File: src/hdl/soc_pkg.sv
`default_nettype none

package soc_pkg;

  //----------------------------------------
  // Bus word and area codes
  //----------------------------------------
  typedef logic [31:0] word_t;

  // Top level area in address bits 31:30
  // Code 2 has no name and decodes as reserved
  typedef enum logic [1:0] {
    area_reserved = 2'd0,
    area_ram      = 2'd1,
    area_mmio     = 2'd3
  } area_t;

  //----------------------------------------
  // Address field positions
  //----------------------------------------
  localparam int area_msb = 31;
  localparam int area_lsb = 30;
  localparam int core_msb = 29;
  localparam int core_lsb = 24;

  // Word index widths, both start at bit 2
  localparam int ram_words_log2 = 8;
  localparam int core_regs_log2 = 3;

  // Identity register base, core index added per core
  localparam word_t core_id_base = 32'hc0de0000;

endpackage

`default_nettype wire

File: src/hdl/rdata_mux.sv
`timescale 1ns/1ns
`default_nettype none

module rdata_mux #(
  parameter int NUM_CORES = 4
) (
  input  wire                                 clk,
  input  wire                                 reset_n,

  input  wire                                 ram_cs,
  input  wire                                 ram_ready,
  input  soc_pkg::word_t                      ram_read_data,
  input  wire [NUM_CORES-1:0]                 core_cs,
  input  wire [NUM_CORES-1:0]                 core_ready,
  input  soc_pkg::word_t [NUM_CORES-1:0]      core_read_data,
  input  wire                                 direct_ack,

  output logic                                ready,
  output soc_pkg::word_t                      rdata
);

  logic           ready_new;
  soc_pkg::word_t rdata_new;

  //----------------------------------------
  // Pick the selected responder
  //----------------------------------------
  always_comb begin
    ready_new = 1'b0;
    rdata_new = '0;

    // Reserved or absent target answers zero at once
    if (direct_ack) begin
      ready_new = 1'b1;
    end
    else if (ram_cs) begin
      ready_new = ram_ready;
      rdata_new = ram_read_data;
    end
    else begin
      for (int i = 0; i < NUM_CORES; i++) begin
        if (core_cs[i]) begin
          ready_new = core_ready[i];
          rdata_new = core_read_data[i];
        end
      end
    end
  end

  // Bus side registers
  always_ff @(posedge clk) begin
    if (!reset_n) begin
      ready <= 1'b0;
      rdata <= '0;
    end
    else begin
      ready <= ready_new;
      rdata <= rdata_new;
    end
  end

endmodule

`default_nettype wire

File: config.mk
export PLATFORM = sky130hd
export DESIGN_NAME = rdata_mux
export DESIGN_NICKNAME = d
export VERILOG_FILES = /design/src/hdl/soc_pkg.sv /design/src/hdl/rdata_mux.sv
export SDC_FILE = /design/constraint.sdc
export NUM_CORES = 1
export LEC_CHECK = 0
export BUFFER_PORTS_ARGS = -buffer_cell sky130_fd_sc_hd__buf_2
export CAP_MARGIN = 20
export CORE_MARGIN = 3
export CORE_UTILIZATION = 42
export CTS_CLUSTER_DIAMETER = 50
export DETAILED_ROUTE_END_ITERATION = 8
export MAX_ROUTING_LAYER = met4
export PLACE_DENSITY = 0.92
export SLEW_MARGIN = 30
export SYNTH_ARGS = -nofsm -noshare
export SYNTH_HDL_FRONTEND = slang
export SYNTH_SLANG_ARGS = --single-unit
File: constraint.sdc
create_clock -name clk -period 1.55 [get_ports clk]
set_input_delay 0.2325 -clock clk [delete_from_list [all_inputs] [get_ports clk]]
set_output_delay 0.2325 -clock clk [all_outputs]
set_load 0.05 [all_outputs]
Word-level counts from Yosys, hierarchy flattened
Cells that the tools add are included.

word-level totals
  input port bits = 173
  logic and storage cells = 15
  bits in registers = 33

cells by class
  reduce and logical (&&, ||, !) cells = 1
  bitwise gates (word level) = 1
  mux-type cells = 11

operators with widths
  operator            number
  32-bit two-way mux  5
  1-bit two-way mux   6
  2-bit OR reduction  1
  1-bit NOT           1

Logic depth before layout (Yosys ltp)
Gate-level depths: netlist (run 1).

  depth in word-level cells = 6
  gate-level depth with buffers = 6
  depth with buffers taken out = 3

Least setup slack after synthesis (run 1)
No wires, ideal clock.

  path kind = input port to flip-flop
  start = input core_cs[3]
  end = register rdata[0]
  required time = 1.393 ns
  stages = 5
  path slack = 0.326 ns
  arrival time = 1.066 ns
  buffers on the path = 2
  cells stage by stage = buf_6 buf_2 or3b_1 a21oi_2 a2111oi_2

between the ends
  longest elaborated chain between the ends = 2

ends and longest elaborated chain
  element               line             text
  from (decl)           rdata_mux.sv:13  input wire [NUM_CORES-1:0] core_cs,
  32-bit two-way mux    rdata_mux.sv:42  if (core_cs[i]) begin
  32-bit two-way mux    rdata_mux.sv:36  else if (ram_cs) begin
  to (signal assigned)  rdata_mux.sv:58  rdata <= rdata_new;
  to (decl)             rdata_mux.sv:19  output soc_pkg::word_t rdata

Every way passes these cells.
A chain may end at the register's enable or synchronous reset.

Worst setup path after layout (run 1)
  start = input core_cs[3]
  end = register rdata[18]

The elaborated chain is that of the path after synthesis.

==> reports/qor.csv, run 1 <==
metric,value,unit
# setup viols final,0,
vias in the first global route,3226,
min-delay worst type,in2reg,
number of synthesized flops with an enable pin,0,
Worst slew margin,61.7,%
Worst Max-Slew Pin Slew,575,ps
GR Overflow Total,0,
Placer Congestion,0.743,
critical path arrival,1290,ps
CTS Buf Count,5,
"Min Clock Period, post-route",1140,ps
Wirelength per Cell,16.7,um
Max VDD drop,0.301,mV
post-synthesis cell type count,23,
total setup buffers inserted after CTS,0,
status,"complete, no violations",
Worst Hold Depth,3,
"FF+latch count, synth",33,
clk buf depth,2,
critical path type,in2reg,
Die Wd,89.1,um
Fillers,563,
post-route ant nets,0,
largest net degree at the start of global routing,46,
Max stage delay on crit path,380,ps
dominant cell type by area after synthesis,dfxtp_1,
GRT Util Overall,23.8,%
Reg area,661,um2
Worst Path Buf+Inv,2,
area occupied by multi-input gates,1870,um2
crit path launch type,input port,
routed vias/inst,5.63,
synthesized cell area,2900,um2
Detailed Route WL,9580,um
PortBufs,205,
setup TNS,0,ps
CP max stage cell,or3b_1,
initial DRC count,141,
first-pass GRT wire length,14400,um
num rows,29,
"top cells by area, synth","dfxtp_1, a2111oi_2, or3b_1",
post-synthesis average cell area,9.51,um2
number of remaining DRC errors,0,
Hold Path Origin,ram_read_data[4],
P&R area growth vs syn,38.5,%
Yosys Warn Count,0,
final worst-path cycle share,73.6,%
Layout Utilization,61.5,%
syn_nets,478,
HPWL Detailed,7620,um
Worst-path clk slew,70,ps
design area,4020,um2
Worst Path Required,1700,ps
"Hold Vio Cnt, Final",0,
fmax,876,MHz
"FFs w/ async S/R, synth",0,%
Design Power,2520,uW
Clock Root Buffer,clkbuf_8,
Cells after Synth,305,
TritonCTS clock tree,yes,
final net count,669,
CTS hold repair buffers,0,
initial antenna violation count,0,
initial core utilization,44.4,%
CP top delay family,simple AND/OR/NAND/NOR gates,
full die area,7940,um2
share of cells above drive strength 1,59.2,%
leakage power,0.00188,uW
max-cap violation count,0,
dpl cell area,3940,um2
core area,6530,um2
RSZ-0062 raised after global routing,false,
n_diodes,0,
Critical Path Sink Type,flip-flop,
CP cell instances,buf_2 > buf_12 > or3b_1 > a21oi_1 > a2111oi_2,
post-CTS resize count,0,
CTS Sinks,33,
vias after detailed routing,3232,
DR pass1 iterations,5,
Die Span Y,89.1,um
Yosys top cell area share,22.8,%
I/O pin total,206,
register area share after synthesis,22.8,%
Synth top cells by count,"dfxtp_1, nand2b_1, inv_1, or3b_1",
endpoint of the worst hold path,rdata[4],
H-tree levels,2,
crit-path max FO,40,
"Slew Viols, Final",0,
top_reg_cell synth,dfxtp_1,
power density cells,627,nW/um2
==> cell usage in the layout (no fill, tap or decap), types with 9 or more instances in the layout <==
| cell | synthesis | routed |
|---|---|---|
| a2111oi_2 | 31 | 31 |
| buf_4 | 7 | 12 |
| a21oi_2 | 26 | 26 |
| nand2b_1 | 33 | 32 |
| or3b_1 | 32 | 32 |
| a211oi_2 | 9 | 9 |
| a21oi_1 | 9 | 9 |
| buf_2 | 15 | 204 |
| dfxtp_1 | 33 | 33 |
| inv_1 | 32 | 32 |
| a22o_1 | 31 | 31 |
| a211oi_1 | 22 | 22 |
==> state kept, by name, summed over array words and instances, names as in the netlist <==
| signal | cells |
|---|---|
| ready | 1 |
| rdata | 32 |
==> cells by family after synthesis <==
group	share of synthesized area, %
AO/OA/AOI/OAI	45.7
AND/OR/NAND/NOR	18.6
buffers and inverters	12.9
flip-flops	22.8
==> how the worst max path moves through the flow <==
stage               startpoint   endpoint  slack [ps]  cells after the start
floorplan           core_cs[3]   rdata[0]         330                      5
global placement    core_cs[3]  rdata[18]         160                      5
detailed placement  core_cs[3]  rdata[18]         120                      5
CTS                 core_cs[3]  rdata[18]         420                      5
global route            ram_cs  rdata[21]         340                      4
finish              core_cs[3]  rdata[18]         410                      5
==> metrics by stage <==
stage               std cells  hold slack, ps  setup WS (ps)
finish                    574             211            409
global route              574             200            344
CTS                       574             198            421
detailed placement        566             502            122
global placement          566             494            161
floorplan                 305             374            326
==> area by class of cell <==
class,instances,share of cell area [%]
inverters,32,2.99
flip-flops and latches,33,16.4
repair buffers,220,29.6
clock buffers,8,1.99
multi-input cells,204,46.5
well taps,77,2.40
==> routing by layer <==
layer	global-route usage [%]	up-vias	wire [um]
met1	24.2	1515	3460
met4	8.12	0	203
met5	-	-	0
li1	-	1538	-
met3	4.24	18	657
met2	45.3	161	5250
==> tightest hold or removal path: stages <==
cell,delay (ps)
buf_2,90
inv_1,50
a2111oi_2,60
==> power by group <==
group	total, uW	switching, uW	internal (uW)
Combinational	981	563	419
Clock	629	310	319
Sequential	910	13.4	896
Power figures use the tool's default switching activity.
==> run 2, diff against run 1 <==
- clock period: 1.55 -> 1.2 ns (I/O delays scaled with it)
==> reports/qor.csv, run 2 (synthesis gave the netlist of run 1 again) <==
metric,value,unit,change
H-tree levels,2,,unchanged
P&R area growth vs syn,43.4,%,was 38.5%
I/O pin total,206,,unchanged
leakage power,0.00195,uW,was 0.00188 uW
Hold Path Origin,ram_read_data[0],,was ram_read_data[4]
HPWL Detailed,7790,um,was 7620 um
num rows,29,,unchanged
Worst-path clk slew,70,ps,about the same
Die Span Y,89.1,um,unchanged
initial antenna violation count,0,,unchanged
final worst-path cycle share,92.8,%,
switching part of the total power,34.2,%,was 35.2%
RSZ-0062 raised after global routing,false,,unchanged
TritonCTS clock tree,yes,,unchanged
vias after detailed routing,3224,,was 3232
CP max stage cell,dfxtp_1,,was or3b_1
"Slew Viols, Final",0,,unchanged
critical path arrival,930,ps,was 1290 ps
total setup buffers inserted after CTS,0,,unchanged
core area,6530,um2,unchanged
Worst Hold Depth,3,,unchanged
final net count,675,,was 669
vias in the first global route,3252,,was 3226
"non-filler cells, final",580,,was 574
Wirelength per Cell,16.5,um,was 16.7 um
GR Overflow Total,0,,unchanged
Layout Utilization,63.7,%,was 61.5%
CP top delay family,flip-flops,,was simple AND/OR/NAND/NOR gates
number of flip-flops in the largest register,32,,unchanged
Placer Congestion,0.768,,was 0.743
PortBufs,205,,unchanged
"Hold Vio Cnt, Final",0,,unchanged
min-delay worst type,in2reg,,unchanged
clock network fraction of total power,27.2,%,was 25.0%
NetSw,1170,uW,was 886 uW
crit-path max FO,1,,was 40
CTS Buf Count,5,,unchanged
Worst Path Required,1020,ps,was 1700 ps
Max VDD drop,0.461,mV,was 0.301 mV
Worst Path Buf+Inv,1,,was 2
"commonest cells after routing, fill and taps aside","buf_2, dfxtp_1, nand2b_1, or3b_1, inv_1",,unchanged
placed cell count,572,,was 566
number of remaining DRC errors,0,,unchanged
GRT Util Overall,23.3,%,was 23.8%
post-CTS resize count,0,,unchanged
full die area,7940,um2,unchanged
Logic pwr share,38.4,%,was 38.9%
biggest regs,"rdata x32, ready x1",,unchanged
CTS hold repair buffers,0,,unchanged
Detailed Route WL,9560,um,was 9580 um
"Min Clock Period, post-route",1110,ps,
first-pass GRT wire length,14200,um,was 14400 um
Critical Path Sink Type,primary output,,was flip-flop
Worst slew margin,77.5,%,was 61.7%
# setup viols final,0,,unchanged
design area,4160,um2,was 4020 um2
Worst Max-Slew Pin Slew,336,ps,was 575 ps
largest net degree at the start of global routing,49,,was 46
max-cap violation count,0,,unchanged
initial core utilization,44.4,%,unchanged
endpoint of the worst hold path,rdata[0],,was rdata[4]
clk buf depth,2,,unchanged
fmax,898,MHz,
power density cells,824,nW/um2,was 627 nW/um2
post-route ant nets,0,,unchanged
initial DRC count,97,,was 141
n_diodes,0,,unchanged
routed vias/inst,5.56,,was 5.63
CP cell instances,buf_2,,was buf_2 > buf_12 > or3b_1 > a21oi_1 > a2111oi_2
Design Power,3430,uW,was 2520 uW
DR pass1 iterations,6,,was 5
part of the power in registers,34.3,%,was 36.1%
"commonest non-fill, non-tap cell in the layout",buf_2,,unchanged
Max stage delay on crit path,370,ps,was 380 ps
status,"complete, no violations",,unchanged
Die Wd,89.1,um,unchanged
internal power,2260,uW,was 1630 uW
setup TNS,0,ps,unchanged
critical path type,reg2out,,was in2reg
largest reg by FF count,rdata,,unchanged
share of cells above drive strength 1,60.2,%,was 59.2%
Clock Root Buffer,clkbuf_8,,unchanged
crit path launch type,flip-flop,,was input port
CTS Sinks,33,,unchanged
dpl cell area,4060,um2,was 3940 um2
[run 2: changes by cell type in the layout (fill, tap and decap cells not counted), sizes merged]
cell,before,now
buf,220,226
clkbuf,8,7
clkinv,0,1
[run 2: worst min-delay path, stage by stage]
cell and delay (ps):
buf_2 90, inv_1 50, a2111oi_2 60
[run 2: worst max-delay path by stage]
stage                     cells after the start       start  slack, ps         to
after global routing                          1   rdata[30]         50  rdata[30]
after detailed placement                      5  core_cs[2]       -120  rdata[31]
after CTS                                     1   rdata[30]         90  rdata[30]
after floorplan                               5  core_cs[3]         30   rdata[0]
after global placement                        5  core_cs[2]        -50   rdata[3]
final                                         1   rdata[30]         90  rdata[30]
[run 2: cell type report]
| cell class | count | area [um2] |
|---|---|---|
| fillers | 562 | 2370 |
| well taps | 77 | 96.3 |
| multi-input cells | 204 | 1870 |
| flip-flops and latches | 33 | 661 |
| inverters | 32 | 120 |
| clock inverters | 1 | 5.00 |
| repair buffers | 226 | 1310 |
| clock buffers | 7 | 96.3 |
[run 2: power groups by stage]
stage	logic (uW)	clock network [uW]	registers, uW
3_3_place_gp	1270	0	1200
6_report	1320	934	1180
4_1_cts	1320	954	1180
3_5_place_dp	1320	0	1200
2_1_floorplan	592	0	1420
5_1_grt	1410	1020	1180
[run 2: metal layers]
layer	part of all wire [%]	vias to the layer above	track usage, %
met5	0	-	-
met4	2.2	0	7.85
met3	7.7	26	4.33
met2	54	172	43.6
met1	36	1481	24.4
li1	-	1545	-
[run 2: through the flow]
step | setup WS (ps) | hold slack (ps)
after detailed placement | -119 | 447
after global routing | 45.6 | 143
after CTS | 87.2 | 144
after global placement | -50.6 | 443
final | 86.9 | 153
after floorplan | 28.9 | 322
