File: src/hdl/soc_pkg.sv
`default_nettype none

package soc_pkg;

  //----------------------------------------
  // Bus word and area codes
  //----------------------------------------
  typedef logic [31:0] word_t;

  // Top level area in address bits 31:30
  // Code 2 has no name and decodes as reserved
  typedef enum logic [1:0] {
    area_reserved = 2'd0,
    area_ram      = 2'd1,
    area_mmio     = 2'd3
  } area_t;

  //----------------------------------------
  // Address field positions
  //----------------------------------------
  localparam int area_msb = 31;
  localparam int area_lsb = 30;
  localparam int core_msb = 29;
  localparam int core_lsb = 24;

  // Word index widths, both start at bit 2
  localparam int ram_words_log2 = 8;
  localparam int core_regs_log2 = 3;

  // Identity register base, core index added per core
  localparam word_t core_id_base = 32'hc0de0000;

endpackage

`default_nettype wire

File: src/hdl/addr_decode.sv
`timescale 1ns/1ns
`default_nettype none

module addr_decode #(
  parameter int NUM_CORES = 4
) (
  input  wire                                     valid,
  input  soc_pkg::word_t                          addr,
  input  soc_pkg::word_t                          wdata,
  input  wire [3:0]                               wstrb,
  input  wire                                     bus_ready,

  output logic                                    ram_cs,
  output logic [3:0]                              ram_we,
  output logic [soc_pkg::ram_words_log2-1:0]      ram_address,
  output logic [NUM_CORES-1:0]                    core_cs,
  output logic                                    core_we,
  output logic [soc_pkg::core_regs_log2-1:0]      core_address,
  output soc_pkg::word_t                          write_data,
  output logic                                    direct_ack
);

  //----------------------------------------
  // Shared fields for all responders
  //----------------------------------------
  assign ram_address  = addr[soc_pkg::ram_words_log2+1:2];
  assign core_address = addr[soc_pkg::core_regs_log2+1:2];
  assign core_we      = |wstrb;
  assign write_data   = wdata;

  //----------------------------------------
  // Area and core select
  //----------------------------------------
  always_comb begin : decode
    soc_pkg::area_t                         area;
    logic [soc_pkg::core_msb-soc_pkg::core_lsb:0] core_field;

    area       = soc_pkg::area_t'(addr[soc_pkg::area_msb:soc_pkg::area_lsb]);
    core_field = addr[soc_pkg::core_msb:soc_pkg::core_lsb];

    ram_cs     = 1'b0;
    ram_we     = 4'h0;
    core_cs    = '0;
    direct_ack = 1'b0;

    // Only a new transfer, not the cycle the bus acks it
    if (valid && !bus_ready) begin
      case (area)
        soc_pkg::area_ram: begin
          ram_cs = 1'b1;
          ram_we = wstrb;
        end

        soc_pkg::area_mmio: begin
          if (int'(core_field) < NUM_CORES) begin
            for (int i = 0; i < NUM_CORES; i++) begin
              core_cs[i] = (int'(core_field) == i);
            end
          end
          else begin
            // Absent core
            direct_ack = 1'b1;
          end
        end

        // Reserved codes 0 and 2
        default: begin
          direct_ack = 1'b1;
        end
      endcase
    end
  end

endmodule

`default_nettype wire

File: config.mk
export PLATFORM = sky130hd
export DESIGN_NAME = addr_decode
export DESIGN_NICKNAME = d
export VERILOG_FILES = /design/src/hdl/soc_pkg.sv /design/src/hdl/addr_decode.sv
export SDC_FILE = /design/constraint.sdc
export NUM_CORES = 1
export LEC_CHECK = 0
export BUFFER_PORTS_ARGS = -buffer_cell sky130_fd_sc_hd__buf_2
export CORE_MARGIN = 4
export CORE_UTILIZATION = 21
export DETAILED_ROUTE_END_ITERATION = 10
export PLACE_DENSITY = 0.83
export SLEW_MARGIN = 0
export SYNTH_ARGS = -nofsm -noshare
export SYNTH_HDL_FRONTEND = slang
export SYNTH_SLANG_ARGS = --single-unit
File: constraint.sdc
create_clock -name vclk -period 2
set_clock_uncertainty 0.2 [all_clocks]
set_input_delay 0.4 -clock vclk [all_inputs]
set_output_delay 0.4 -clock vclk [all_outputs]
set_load 0.1 [all_outputs]
* Yosys cells after proc, flatten, opt, wreduce, memory -nomap -nowiden *
Cells that the tools add are included.

storage, ports and cells
  input bits = 70
  register bits after elaboration = 0

operators by class
  magnitude comparators = 1
  reduce and logical (&&, ||, !) cells = 4
  equality and inequality tests = 5
  muxes and demuxes = 10

operators by type and width
  cell                                                                    count
  4-bit two-way mux                                                       5
  6-bit by 3-bit equality test with 1-bit output (second input constant)  2
  6-bit by 2-bit equality test with 1-bit output (second input constant)  1
  6-bit zero test                                                         1
  6-bit by 3-bit < comparator with 1-bit output (second input constant)   1
  1-bit two-way mux                                                       4
  4-bit OR reduction                                                      1
  2-bit by 1-bit equality test with 1-bit output (second input constant)  1
  2-bit equality test (second input constant)                             1
  1-bit case mux with 2 select lines                                      1
  1-bit logical AND                                                       1
  1-bit zero test                                                         1

* Depth between registers and ports, before layout *
Gate-level depths: netlist (run 1).

  word-level depth = 4
  depth in mapped cells = 2

* Least setup slack after synthesis (run 1) *
OpenSTA, ideal clock, no wires.

  kind = input to output
  start point = input port addr[26]
  end point = output port core_cs[0]
  setup slack = -2.436 ns
  data arrival time = 3.836 ns
  stages = 2
  path buffers = 0
  cell sequence = or4b_4 > nor4_1

between the ends
  longest elaborated chain between the ends = 4
  elaborated cells on any way between the ends = 5

RTL lines
  element                                                                                  line                                  source
  start, declared                                                                          addr_decode.sv:8                      input soc_pkg::word_t addr,
  6-bit by 3-bit < comparator with 1-bit output / 6-bit zero test (equally long branches)  addr_decode.sv:55, addr_decode.sv:57
  4-bit two-way mux *                                                                      addr_decode.sv:55                     if (int'(core_field) < NUM_CORES) begin
  4-bit two-way mux *                                                                      addr_decode.sv:48                     case (area)
  4-bit two-way mux *                                                                      addr_decode.sv:47                     if (valid && !bus_ready) begin
  end, declared                                                                            addr_decode.sv:16                     output logic [NUM_CORES-1:0] core_cs,

Mark *: on every way between the ends. The rest lies on a longest branch, timed or not.

* Worst setup path in the final report (run 1) *
  start point = input port addr[29]
  end point = output port core_cs[3]

between the ends
  longest elaborated chain between the ends = 4
  elaborated cells on any way between the ends = 5

RTL lines
  element                                                                                                                 line
  6-bit by 3-bit < comparator with 1-bit output / 6-bit by 3-bit equality test with 1-bit output (equally long branches)  addr_decode.sv:55, addr_decode.sv:57
  4-bit two-way mux *                                                                                                     addr_decode.sv:55
  4-bit two-way mux *                                                                                                     addr_decode.sv:48
  4-bit two-way mux *                                                                                                     addr_decode.sv:47

Marks and branches as above.

==> reports/metrics.csv, run 1 <==
metric;value;unit
area_growth;23.7;%
ir_worst_vdd;0.0476;mV
max_freq;0.453;GHz
post_cts_buffers;0;
core;0.00202;mm^2
antenna_left;0;
place_congestion;0.643;
cp-startpoint;addr[29];
fin_crit;2210;ps
critPathCapture;core_cs[3];
p_clk_frac;0;
worst_ep_arrival_time;1610;ps
drt_iter0_drc;0;
p_int;36.2;uW
drv_slew;0;
leakage;0.000245;uW
worstPathRequired;1400;ps
synth_common_cells;43 x buf_4, 4 x and2_1, 3 x nor4_1;
grt_pass1_wl;1650;um
syn_area;459;um^2
dp_cells;76;
seqCellArea;0;um^2
crit_type;input port to output pin;
syn_nets;131;
grt_max_degree;6;
num_vias;336;
track_usage;0.0716;
setup_slack;-205;ps
synthTopCellsByArea;buf_4 70%, and2_1 5.4%, nor4_1 4.1%;
totalWireLength;1110;um
seq_area_frac_synth;0;
antenna_found_initial;0;
drive_gt1_frac;0.878;
worstSetupPathDepth;5;
finalHoldViolCount;0;
path_delay_family;simple AND/OR/NAND/NOR gates;
gr-total-overflow;0;
yosysMostFrequentCell;buf_4;
rsz0062_at_grt;true;
start_util;0.227;
dieArea;0.00300;mm^2
slowest_stage;or4b_4;
start_kind;input port;
critPathBufInv;3;
hpwl;984;um
violations;setup timing;
slowest_delay;590;ps
period_share;1.10;
seq_cells;0;
hp-class;input port to output pin;
drt_pre_antenna_iters;1;
antenna_cells;0;
outcome;finished, violations left;
worst_slew_pin_slew;487;ps
synth_top_area_share;0.703;
swShare;0.589;
grt_pass1_vias;353;
avgSynthCellArea;7.53;um^2
hold_ws;600;ps
io_buffers;25;
max-cap-violations;0;
drcViolationCount;0;
finalSetupViolCount;4;
slew_headroom;0.678;
crit_chain;buf_6 > or4b_4 > buf_4 > nor3_4 > buf_12;
yosys_warnings;0;
min_from;wdata[15];
synth_top_cell_by_area;buf_4;
ys_types;14;
comb_power_share;1.000;
fill_cells;222;
fin_nets;121;
synth_cells;61;
die_y;54.8;um
clock_buffers;0;
rows;16;
p_per_area;155;mW/mm^2
worst-path-max-fanout;4;
die_w;54.8;um
p_seq_frac;0;
p_switching;51.8;uW
finalNonFillerCells;76;
end_kind;output pin;
ios;124;
multi_input_area;216;um^2
avgRoutedWirePerCell;14.6;um
drt-vias-per-instance;4.42;
dp_slack;-259;ps
-- cells by family (layout without fill, tap and decap cells) --
logic type,after synthesis,in the layout,synth area share
AO/OA/AOI/OAI,1,1,0.0164
AND/OR/NAND/NOR,16,16,0.272
buffers and inverters,44,32,0.711
-- metrics by stage --
step | util | area, um^2 | total power (uW) | TNS (ps)
4_1_cts | 0.280 | 566 | 88.6 | -653
3_5_place_dp | 0.277 | 559 | 87.1 | -930
2_1_floorplan | - | 543 | 451 | -2410
6_report | 0.281 | 568 | 88.0 | -647
5_1_grt | 0.281 | 568 | 93.3 | -797
3_3_place_gp | 0.277 | 559 | 84.0 | -825
-- timing repair --
action	in CTS	in global routing
resized for setup	1	1
hold buffers	0	0
pin swaps	4	0
setup endpoints to repair	5	5
-- final cells by class --
cell class | count | area share
inverter | 1 | 0.00661
multi-input combinational | 17 | 0.381
tap | 27 | 0.0595
timing repair buffer | 31 | 0.553
-- power groups by stage --
stage | Sequential (uW) | Clock [uW] | Combinational, uW
finish | 0 | 0 | 88.0
global route | 0 | 0 | 93.3
global placement | 0 | 0 | 84.0
floorplan | 0 | 0 | 451
detailed placement | 0 | 0 | 87.1
CTS | 0 | 0 | 88.6
-- layout by cell type (no fill, tap or decap) --
cell | synthesis | layout
nand2b_4 | 0 | 1
nor4_4 | 0 | 2
and4bb_4 | 0 | 1
nand2_1 | 1 | 1
or4_1 | 1 | 1
and2_4 | 0 | 4
clkbuf_4 | 0 | 1
inv_1 | 1 | 1
buf_12 | 0 | 9
nor3_4 | 0 | 1
buf_4 | 43 | 6
nor4_1 | 3 | 1
a211oi_4 | 0 | 1
buf_2 | 0 | 14
nor4b_4 | 0 | 1
nor2b_1 | 1 | 1
nand4bb_1 | 1 | 1
or4b_4 | 1 | 1
buf_6 | 0 | 1
-- how the worst min path moves through the flow --
stage                     end  slack, ps  depth (start not counted)
3_5_place_dp   ram_address[6]        600                          0
4_1_cts        ram_address[6]        600                          0
2_1_floorplan      core_cs[1]        710                          1
3_3_place_gp   ram_address[6]        600                          0
6_report       write_data[15]        600                          0
5_1_grt        write_data[17]        600                          0
-- routing by layer --
layer | vias up | track usage | part of all wire
met2 | 20 | 0.122 | 0.50
li1 | 134 | - | -
met4 | 0 | 0.0622 | 0.089
met5 | - | 0 | 0
met3 | 26 | 0.0109 | 0.13
met1 | 156 | 0.0753 | 0.28
Power figures use the tool's default switching activity.
==> inputs of run 2 (changes only) <==
Settings changed: SETUP_SLACK_MARGIN from default to 0.5.
==> run 2 against run 1 <==
The run still ends with setup timing left; flip-flop and latch count unchanged; first-iteration DRC count up 1; critical path depth decreased by 1; hold slack is the same; global-route usage is 1.0 points lower; non-clock buffer count is 1 higher; count of clock-buffer cells in the layout is the same; combinational power up 8.7%; critical path type unchanged; highest routed layer unchanged.
==> reports/metrics.csv, run 2 (same netlist as run 1, synthesis figures left out) <==
metric;value;unit
avgRoutedWirePerCell;12.7;um
area_growth;35.1;%
rsz0062_at_grt;true;
seq_cells;0;
p_clk_frac;0;
p_switching;52.5;uW
drcViolationCount;0;
track_usage;0.0615;
finalHoldViolCount;0;
crit_chain;buf_2 > or4b_4 > nor4b_4 > buf_12;
layout_common_cells;10 x buf_2, 10 x buf_12, 6 x buf_6, 6 x buf_4, 4 x and2_4;
drt-vias-per-instance;4.18;
grt_max_degree;6;
swShare;0.549;
hp-class;input port to output pin;
end_kind;output pin;
die_y;54.8;um
clock_buffers;0;
fill_cells;213;
start_kind;input port;
max-cap-violations;0;
violations;setup timing;
max_freq;0.457;GHz
finish.utilization;0.307;
core;0.00202;mm^2
num_vias;322;
seqCellArea;0;um^2
grt_pass1_wl;1440;um
finalSetupViolCount;4;
cp-startpoint;addr[29];
rows;16;
fin_setup_tns;-601;ps
period_share;1.10;
gr-total-overflow;0;
crit_type;input port to output pin;
io_buffers;25;
path_delay_family;simple AND/OR/NAND/NOR gates;
slowest_stage;or4b_4;
fin_nets;122;
dieArea;0.00300;mm^2
grt_pass1_vias;354;
p_int;43.2;uW
drv_slew;0;
drive_gt1_frac;0.900;
outcome;finished, violations left;
ir_worst_vdd;0.0591;mV
ios;124;
antenna_found_initial;0;
worst-path-max-fanout;4;
fin_crit;2190;ps
worst_slew_pin_slew;302;ps
critPathBufInv;2;
antenna_left;0;
critPathCapture;core_cs[1];
p_per_area;154;mW/mm^2
place_congestion;0.550;
slowest_delay;580;ps
start_util;0.227;
leakage;0.000269;uW
worstPathRequired;1400;ps
setup_slack;-190;ps
antenna_cells;0;
die_w;54.8;um
slew_headroom;0.797;
p_seq_frac;0;
cts_hold_buf;0;
comb_power_share;1.000;
drt_iter0_drc;1;
worst_ep_arrival_time;1590;ps
totalWireLength;980;um
drt_pre_antenna_iters;2;
worstSetupPathDepth;4;
hold_ws;600;ps
==> run 2: changes by cell type in the layout (fill, tap and decap cells not counted) <==
cell,previous run,this run
buf_2,14,10
or4_4,0,1
buf_12,9,10
or4_1,1,0
clkbuf_4,1,0
buf_6,1,6
==> run 2: worst min path at each step <==
| stage | from | to | slack, ps | cells past startpoint |
|---|---|---|---|---|
| final | wdata[20] | write_data[20] | 600 | 0 |
| after global routing | wdata[28] | write_data[28] | 600 | 0 |
| after CTS | wdata[13] | write_data[13] | 600 | 0 |
| after detailed placement | wdata[13] | write_data[13] | 600 | 0 |
| after global placement | wdata[13] | write_data[13] | 600 | 0 |
| after floorplan | addr[25] | core_cs[1] | 710 | 1 |
==> run 2: metal layers <==
metal,share of wire,GRT usage,up-vias
li1,-,-,135
met1,0.25,0.0481,132
met2,0.50,0.0965,35
met3,0.17,0.0354,20
met4,0.072,0.0747,0
met5,0,0,-
==> run 2: timing repair <==
item	CTS	global route
gates resized for setup	10	2
pin swaps	7	5
setup endpoints to repair	11	11
setup buffers	1	1
cloned	0	0
==> run 2: power by group through the flow <==
stage	combinational, uW	sequential, uW	clock [uW]
final	95.7	0	0
after floorplan	452	0	0
after global placement	83.3	0	0
after detailed placement	85.4	0	0
after global routing	100	0	0
after CTS	93.0	0	0
==> run 2: stage by stage <==
stage	setup slack, ps	area, um^2	power, uW	instances
floorplan	-711	547	452	61
global placement	-237	556	83.3	75
detailed placement	-245	556	85.4	75
CTS	-194	604	93.0	76
global route	-225	621	100	77
finish	-190	621	95.7	77
==> run 2: cell type report <==
class,count,area (um^2),share of cell area
Tap cell,27,33.8,0.0544
Timing Repair Buffer,32,363,0.585
Inverter,1,3.75,0.00605
Multi-Input combinational cell,17,220,0.355
