File: config.mk
export PLATFORM = sky130hd
export DESIGN_NAME = mmio_core
export DESIGN_NICKNAME = d
export VERILOG_FILES = /design/src/hdl/soc_pkg.sv /design/src/hdl/mmio_core.sv
export SDC_FILE = /design/constraint.sdc
export NUM_CORES = 1
export LEC_CHECK = 0
export BUFFER_PORTS_ARGS = -buffer_cell sky130_fd_sc_hd__buf_2
export CELL_PAD_IN_SITES_DETAIL_PLACEMENT = 0
export CELL_PAD_IN_SITES_GLOBAL_PLACEMENT = 1
export CORE_AREA = 2 2 161 163
export CTS_CLUSTER_SIZE = 12
export DETAILED_ROUTE_END_ITERATION = 8
export DIE_AREA = 0 0 163 165
export PLACE_DENSITY_LB_ADDON = 0.1
export SYNTH_ARGS = -nofsm -noshare
export SYNTH_HDL_FRONTEND = slang
export SYNTH_SLANG_ARGS = --single-unit
File: constraint.sdc
create_clock -name clk -period 5.3 [get_ports clk]
set_input_delay 0.265 -clock clk [delete_from_list [all_inputs] [get_ports clk]]
set_output_delay 0.265 -clock clk [all_outputs]
set_load 0.05 [all_outputs]
File: src/hdl/soc_pkg.sv
`default_nettype none

package soc_pkg;

  //----------------------------------------
  // Bus word and area codes
  //----------------------------------------
  typedef logic [31:0] word_t;

  // Top level area in address bits 31:30
  // Code 2 has no name and decodes as reserved
  typedef enum logic [1:0] {
    area_reserved = 2'd0,
    area_ram      = 2'd1,
    area_mmio     = 2'd3
  } area_t;

  //----------------------------------------
  // Address field positions
  //----------------------------------------
  localparam int area_msb = 31;
  localparam int area_lsb = 30;
  localparam int core_msb = 29;
  localparam int core_lsb = 24;

  // Word index widths, both start at bit 2
  localparam int ram_words_log2 = 8;
  localparam int core_regs_log2 = 3;

  // Identity register base, core index added per core
  localparam word_t core_id_base = 32'hc0de0000;

endpackage

`default_nettype wire

File: src/hdl/mmio_core.sv
`timescale 1ns/1ns
`default_nettype none

module mmio_core #(
  parameter int CORE_ID = 0
) (
  input  wire                                 clk,
  input  wire                                 reset_n,

  input  wire                                 cs,
  input  wire                                 we,
  input  wire [soc_pkg::core_regs_log2-1:0]   address,
  input  soc_pkg::word_t                      write_data,
  output soc_pkg::word_t                      read_data,
  output logic                                ready
);

  localparam int num_regs = 1 << soc_pkg::core_regs_log2;

  // Fixed identity word for register 0
  localparam soc_pkg::word_t id_word = soc_pkg::core_id_base + soc_pkg::word_t'(CORE_ID);

  soc_pkg::word_t scratch [1:num_regs-1];

  //----------------------------------------
  // Scratch registers and ready
  //----------------------------------------
  always_ff @(posedge clk) begin
    if (!reset_n) begin
      ready <= 1'b0;
      for (int i = 1; i < num_regs; i++) begin
        scratch[i] <= '0;
      end
    end
    else begin
      ready <= cs;
      // Register 0 is read only
      if (cs && we && address != '0) begin
        scratch[address] <= write_data;
      end
    end
  end

  //----------------------------------------
  // Read path
  //----------------------------------------
  always_ff @(posedge clk) begin
    if (cs) begin
      if (address == '0) begin
        read_data <= id_word;
      end
      else begin
        read_data <= scratch[address];
      end
    end
  end

endmodule

`default_nettype wire

**After elaboration in Yosys (flattened, before gate mapping)**

Memory sizes are Yosys's and may differ from the RTL's. A register that Yosys moved wholly into a read port is not among the register bits.
Index checks and enable logic that the tools add are counted.

- Register bits: 1
- Memory bits (writable): 224
- Bits of input ports: 39
- Logic and storage cells: 14
- Memories: 1

- Mux-type cells: 7
- Reduce and logical (&&, ||, !) cells: 5

Memory list:

| memory | words | width | rd ports | clocked after memory_dff | wr ports | line | text |
|---|---|---|---|---|---|---|---|
| scratch | 7 | 32 | 1 | 1 | 7 | mmio_core.sv:23 | `soc_pkg::word_t scratch [1:num_regs-1];` |

Operators with widths:

| operator | count |
|---|---|
| $mux W32 | 1 |
| $reduce_or A32 Y1 | 1 |
| $mux W1 | 5 |
| $logic_not A3 Y1 | 1 |
| $mux W3 | 1 |
| $reduce_bool A3 Y1 | 1 |
| $logic_and A1 B1 Y1 | 2 |

**Depth between registers and ports, before layout**

Gate-level depths: netlist of the first run.

- Depth after elaboration: 7
- Mapped depth: 6
- Gate-level depth less buffers: 3

**Worst setup path after synthesis of the first run**

OpenSTA, ideal clock, no wires.

- Path type: input to register
- From: input address[2] in the netlist's numbering
- To: memory scratch[1][0] in the netlist's numbering, enable pin
- Setup time: 0.466 ns
- Data arrival time: 2.961 ns
- Slack: 1.873 ns
- Cell stages on the path: 3
- Path buffers: 1
- Path through: buf_4 nand4b_4 o21ai_0

RTL lines:

| what | line | text |
|---|---|---|
| start: declaration | mmio_core.sv:12 | `input wire [soc_pkg::core_regs_log2-1:0] address,` |
| end: declaration | mmio_core.sv:23 |  |

==> flow_summary_export.csv, run 1 <==
group,metric,value,unit
run_status,outcome,"complete, no violations",
placement,gp_congestion,0.715,
cells_and_area,layout.cells.most_common,"edfxtp_1",
synth,ys_seq_area_share,68.2,%
synth,yosysWarnings,0,
cts,postCtsSetupBuffers,0,
drt,num_vias,6855,
timing,hold_viol,0,
synth,netlist_area,12400,sq um
critical_path,r2r-start,"scratch[7][17]$_SDFFCE_PN0P_",
critical_path,worstPathMaxFanout,32,
synth,synth_seq_cells,281,
synth,yosys_most_used_dff,"edfxtp_1",
global_routing,grt_max_degree,86,
placement,hpwl,14900,um
floorplanning,coreArea,25000,sq um
global_routing,grt-ovfl-total,0,
synth,synthSimpleGateAreaFrac,13.4,%
synth,synth-async-reset-ratio,0,%
critical_path,crit_path_start,"address[2]",
drt,drc,0,
cells_and_area,area_growth,14.6,%
cts,clockBufferDepth,3,
timing,slew_violations,0,
drt,vias_per_cell,5.38,
floorplanning,die_w,163,um
timing,max_freq,461,MHz
cells_and_area,fin_nets,964,
timing,min_period,2.17,ns
synth,ys_types,34,
synth,synth-compound-area-share,6.11,%
timing,rsz0062_at_grt,"no",
cts,clock_sinks,281,
timing,tns,0,ns
cts,cts_tree,"done",
synth,synth-xor-area-share,0,%
timing,tightest_slew,1.23,ns
drt,wire_per_inst,21.8,um
synth,synth_edf_count,280,
cts,ctsResizeCount,0,
drt,finalWirelength,27800,um
floorplanning,initial_utilization,49.4,%
timing,skew,0.0135,ns
critical_path,rr_worst_depth,3,
floorplanning,row_count,58,
placement,place.port_buffers,71,
power,power.leakage,5.29,nW
cells_and_area,fin_area,14200,sq um
critical_path,crit_type,"in2reg",
synth,synthMuxAreaShare,9.13,%
cts,clk-insertion-delay-late,0.55,ns
global_routing,grtUsageTotal,21.2,%
floorplanning,num_io_pins,72,
run,maxCapViolations,0,
critical_path,start_kind,"input pin",
synth,synthCells,816,
power,power_density,349,nW/um^2
timing,relSlewSlack,18.0,%
critical_path,endpoint_kind,"flop",
critical_path,reg2reg_slack,3.99,ns
cells_and_area,final_cell_mix,"edfxtp_1, and2_1, mux2i_1, buf_2, o22a_1",
cells_and_area,utilization,56.6,%
cells_and_area,fill_cells,2045,
cts,clk_pin_slew,0.06,ns
timing,period_share,40.9,%
drt,dr.pass1.iters,4,
cells_and_area,drive_gt1_share,15.4,%
critical_path,crit_end,"scratch[4][3]$_SDFFCE_PN0P_",
synth,synth.avg_cell_area,15.2,sq um
drt,drtAntennaViolNets,0,
timing,finalSetupViolCount,0,
global_routing,grt_first_pass_wirelength,42300,um
drt,first_iter_violations,511,
hold_path,holdCritPathClass,"in2reg",
cts,cts-root-buf,"clkbuf_16",
global_routing,antenna_found_initial,0,
placement,dpl-instance-area,13100,sq um
cts,ctsHoldBuffers,22,
global_routing,first_global_vias,7116,
floorplanning,die_h,165,um
floorplanning,dieArea,26900,sq um
cts,cts_inserted_buffers,30,
critical_path,arrival,2.32,ns
synth,synth_top_family_by_area,"simple AND/OR/NAND/NOR gates",
synth,synth_fa_ha_area_share,0,%
power,worst_ir_drop_vdd,217,uV
cts,htreeDepth,1,
critical_path,worst_r2r_endpoint,"read_data[17]$_SDFFCE_PN1P_",
critical_path,crit_required,5.45,ns
cells_and_area,num_antenna_cells,0,
[stage by stage]
stage          hold WS [ns]  power [mW]  cells  setup WS (ns)
2_1_floorplan         0.364        2.96    839           1.87
3_3_place_gp          0.526        3.09   1201           2.55
3_5_place_dp          0.539        3.10   1201           2.51
4_1_cts             0.00945        4.99   1274           3.09
5_1_grt              0.0220        5.11   1274           3.00
6_report             0.0261        4.95   1274           3.13
[layout make-up]
| type | count | area (sq um) | area share [%] |
|---|---|---|---|
| tap | 330 | 413 | 2.91 |
| clock inverter | 17 | 109 | 0.768 |
| clock buffer | 34 | 766 | 5.40 |
| multi-input combinational | 498 | 3740 | 26.4 |
| inverter | 4 | 15.0 | 0.106 |
| timing repair buffer | 110 | 709 | 5.00 |
| sequential | 281 | 8430 | 59.4 |
[logic make-up (layout without fill, tap and decap cells)]
| kind of cell | Yosys count | after routing |
|---|---|---|
| muxes | 109 | 109 |
| buffers and inverters | 60 | 165 |
| and+or+nand+nor | 263 | 263 |
| other | 1 | 24 |
| AOI/OAI and AO/OA | 102 | 102 |
| DFF | 281 | 281 |
[cells in the mapped netlist, types with 4 or more instances]
library cell	n	area, sq um
edfxtp_1	280	8410
and2_1	225	1410
mux2i_1	106	1060
o22a_1	48	420
a21oi_1	27	135
buf_2	27	135
buf_6	15	169
o2bb2ai_1	9	78.8
nor2_1	8	30.0
clkbuf_1	7	26.3
nand2b_1	7	43.8
o21ai_0	7	35.0
nor2b_1	5	31.3
buf_4	4	30.0
inv_1	4	15.0
o211ai_1	4	30.0
[per-layer routing]
| layer | up-vias | GRT usage (%) | share of wire (%) |
|---|---|---|---|
| met5 | - | 0 | 0 |
| met3 | 37 | 2.21 | 4.0 |
| li1 | 3206 | - | - |
| met4 | 0 | 5.91 | 2.0 |
| met1 | 3459 | 27.5 | 43 |
| met2 | 153 | 38.0 | 51 |
[worst min path at each step]
stage | startpoint | to | depth (start not counted)
6_report | write_data[11] | scratch[0][11]$_DFFE_PP_ | 1
5_1_grt | write_data[11] | scratch[0][11]$_DFFE_PP_ | 1
4_1_cts | write_data[11] | scratch[0][11]$_DFFE_PP_ | 1
3_5_place_dp | write_data[28] | scratch[0][28]$_DFFE_PP_ | 1
3_3_place_gp | write_data[24] | scratch[0][24]$_DFFE_PP_ | 1
2_1_floorplan | write_data[0] | scratch[0][0]$_DFFE_PP_ | 0
[critical path, stage by stage]
cell      delay, ns
buf_2          0.52
nand4_4        0.37
nor3_4         0.21
nand2b_2       0.93
[where the power goes]
| group | internal, mW | switching (mW) |
|---|---|---|
| clock network | 1.07 | 0.811 |
| registers | 2.59 | 0.0373 |
| logic | 0.141 | 0.293 |
[flip-flops by register name, summed over array words and instances (netlist names)]
name	count
read_data	32
scratch	248
ready	1
Power figures use the tool's default switching activity.
==> run 2, diff against run 1 <==
clock period = 2 ns   (was 5.3 ns; I/O delays follow)
==> run 2 against run 1 <==
Against the previous run:
- worst setup slack got worse by 2.6 ns
- global-route usage increased by 0.47 points
- critical endpoint is now scratch[3][2]$_SDFFCE_PN0P_
- count of clock-buffer cells in the layout increased by 3
- register-to-register slack got worse by 3.3 ns
- hold slack improved by 0.087 ns
- utilization increased by 1.7 points
- clock skew decreased by 0.0036 ns
- routed wire length increased by 1.8%
==> flow_summary_export.csv, run 2 (synthesis results as in run 1) <==
group,metric,value,unit
critical_path,r2r-start,"scratch[7][23]$_SDFFCE_PN0P_",
critical_path,start_kind,"input pin",
timing,fin_hold_ws,0.113,ns
floorplanning,die_h,165,um
critical_path,crit_type,"in2reg",
critical_path,worstPathCellList,"buf_2, nand4b_4, nor2_2, buf_4, and2_1",
cells_and_area,regMostFlops,"scratch",
timing,skew,0.00993,ns
placement,hpwl,16700,um
cells_and_area,fin_nets,1001,
cells_and_area,layout.cells.most_common,"edfxtp_1",
cells_and_area,seq_area,8430,sq um
floorplanning,die_w,163,um
critical_path,endpoint_kind,"flop",
timing,max_freq,690,MHz
cts,htreeDepth,1,
timing,relSlewSlack,13.3,%
floorplanning,num_io_pins,72,
cts,ctsResizeCount,0,
global_routing,grt_first_pass_wirelength,43500,um
drt,vias_per_cell,5.36,
hold_path,hold_path_end,"ready$_SDFF_PN0_",
global_routing,grtUsageTotal,21.7,%
run_status,outcome,"complete, no violations",
cts,cts_tree,"done",
cells_and_area,largestRegisters,"scratch: 248 flops, read_data: 32 flops, ready: 1 flops",
critical_path,worstPathMaxFanout,25,
cells_and_area,largest_reg_flops,248,
timing,finalSetupViolCount,0,
cells_and_area,fin_area,14600,sq um
drt,wire_per_inst,21.6,um
timing,hold_viol,0,
cts,cts-root-buf,"clkbuf_16",
cts,clk-insertion-delay-late,0.54,ns
placement,place.port_buffers,71,
power,p_total,13.5,mW
power,power.leakage,5.51,nW
critical_path,arrival,1.86,ns
cells_and_area,area_growth,18.1,%
drt,drc,0,
floorplanning,dieArea,26900,sq um
hold_path,worstHoldPathCells,3,
drt,drtAntennaViolNets,0,
cells_and_area,fill_cells,2026,
floorplanning,row_count,58,
timing,tns,0,ns
global_routing,grt-ovfl-total,0,
hold_path,hp-start,"reset_n",
global_routing,antenna_found_initial,0,
cts,cts_inserted_buffers,30,
critical_path,crit_path_max_incr_delay,1.00,ns
hold_path,holdCritPathClass,"in2reg",
timing,tightest_slew,1.30,ns
drt,finalWirelength,28300,um
run,maxCapViolations,0,
timing,period_share,72.4,%
critical_path,crit_required,2.42,ns
cells_and_area,num_antenna_cells,0,
drt,dr.pass1.iters,4,
critical_path,reg2reg_slack,0.69,ns
cells_and_area,multiInputGateArea,3730,sq um
cts,clk_pin_slew,0.06,ns
cells_and_area,utilization,58.3,%
timing,min_period,1.45,ns
cts,postCtsSetupBuffers,0,
floorplanning,initial_utilization,49.4,%
placement,gp_congestion,0.768,
global_routing,first_global_vias,7404,
critical_path,rr_worst_depth,3,
drt,num_vias,7027,
cells_and_area,drive_gt1_share,17.5,%
power,power_density,924,nW/um^2
timing,slew_violations,0,
cts,clockBufferDepth,3,
placement,dpl-instance-area,13400,sq um
drt,first_iter_violations,454,
floorplanning,coreArea,25000,sq um
power,worst_ir_drop_vdd,624,uV
global_routing,grt_max_degree,78,
cells_and_area,final_cell_mix,"edfxtp_1, and2_1, mux2i_1, buf_2, o22a_1",
timing,rsz0062_at_grt,"no",
critical_path,crit_path_top_delay_cell,"nor2_2",
cts,clock_sinks,281,
critical_path,worst_r2r_endpoint,"read_data[23]$_SDFFCE_PN1P_",
run 2: critical path: cells and delay by family:
| family | cells | cell delay, ns |
|---|---|---|
| buffers and inverters | 2 | 0.49 |
| AND/OR/NAND/NOR | 3 | 1.26 |
run 2: layout make-up:
type	count	area share [%]
clock buffer	37	5.47
clock inverter	14	0.925
inverter	4	0.103
multi-input combinational	498	25.5
sequential	281	57.7
tap	330	2.83
timing repair buffer	147	7.45
run 2: report_power, final:
| part | leakage [nW] | switching, mW | internal (mW) |
|---|---|---|---|
| logic | 2.36 | 0.793 | 0.427 |
| registers | 2.70 | 0.0988 | 6.87 |
| clock network | 0.456 | 2.14 | 3.17 |
run 2: repair_timing:
item | 4_1_cts | 5_1_grt
hold buffers | 32 | 0
setup endpoints to repair | 0 | 0
endpoints found under the hold margin | 248 | 0
run 2: routing by layer:
metal	share of wire, %	global-route usage, %
met5	0	0
met4	1.9	5.47
met3	3.7	2.59
met2	51	38.4
met1	44	28.6
run 2: per-stage QoR:
stage          cells  setup slack, ns
2_1_floorplan    839           -0.397
3_3_place_gp    1228           0.0708
3_5_place_dp    1228          0.00168
4_1_cts         1311            0.574
5_1_grt         1311            0.483
6_report        1311            0.552
run 2: worst max-delay path by stage:
stage | start | to | cells past startpoint
finish | cs | scratch[3][2]$_SDFFCE_PN0P_ | 5
global route | cs | scratch[3][3]$_SDFFCE_PN0P_ | 5
CTS | cs | scratch[3][2]$_SDFFCE_PN0P_ | 5
detailed placement | cs | scratch[3][2]$_SDFFCE_PN0P_ | 5
global placement | cs | scratch[3][2]$_SDFFCE_PN0P_ | 5
floorplan | address[2] | scratch[1][0]$_SDFFCE_PN0P_ | 3
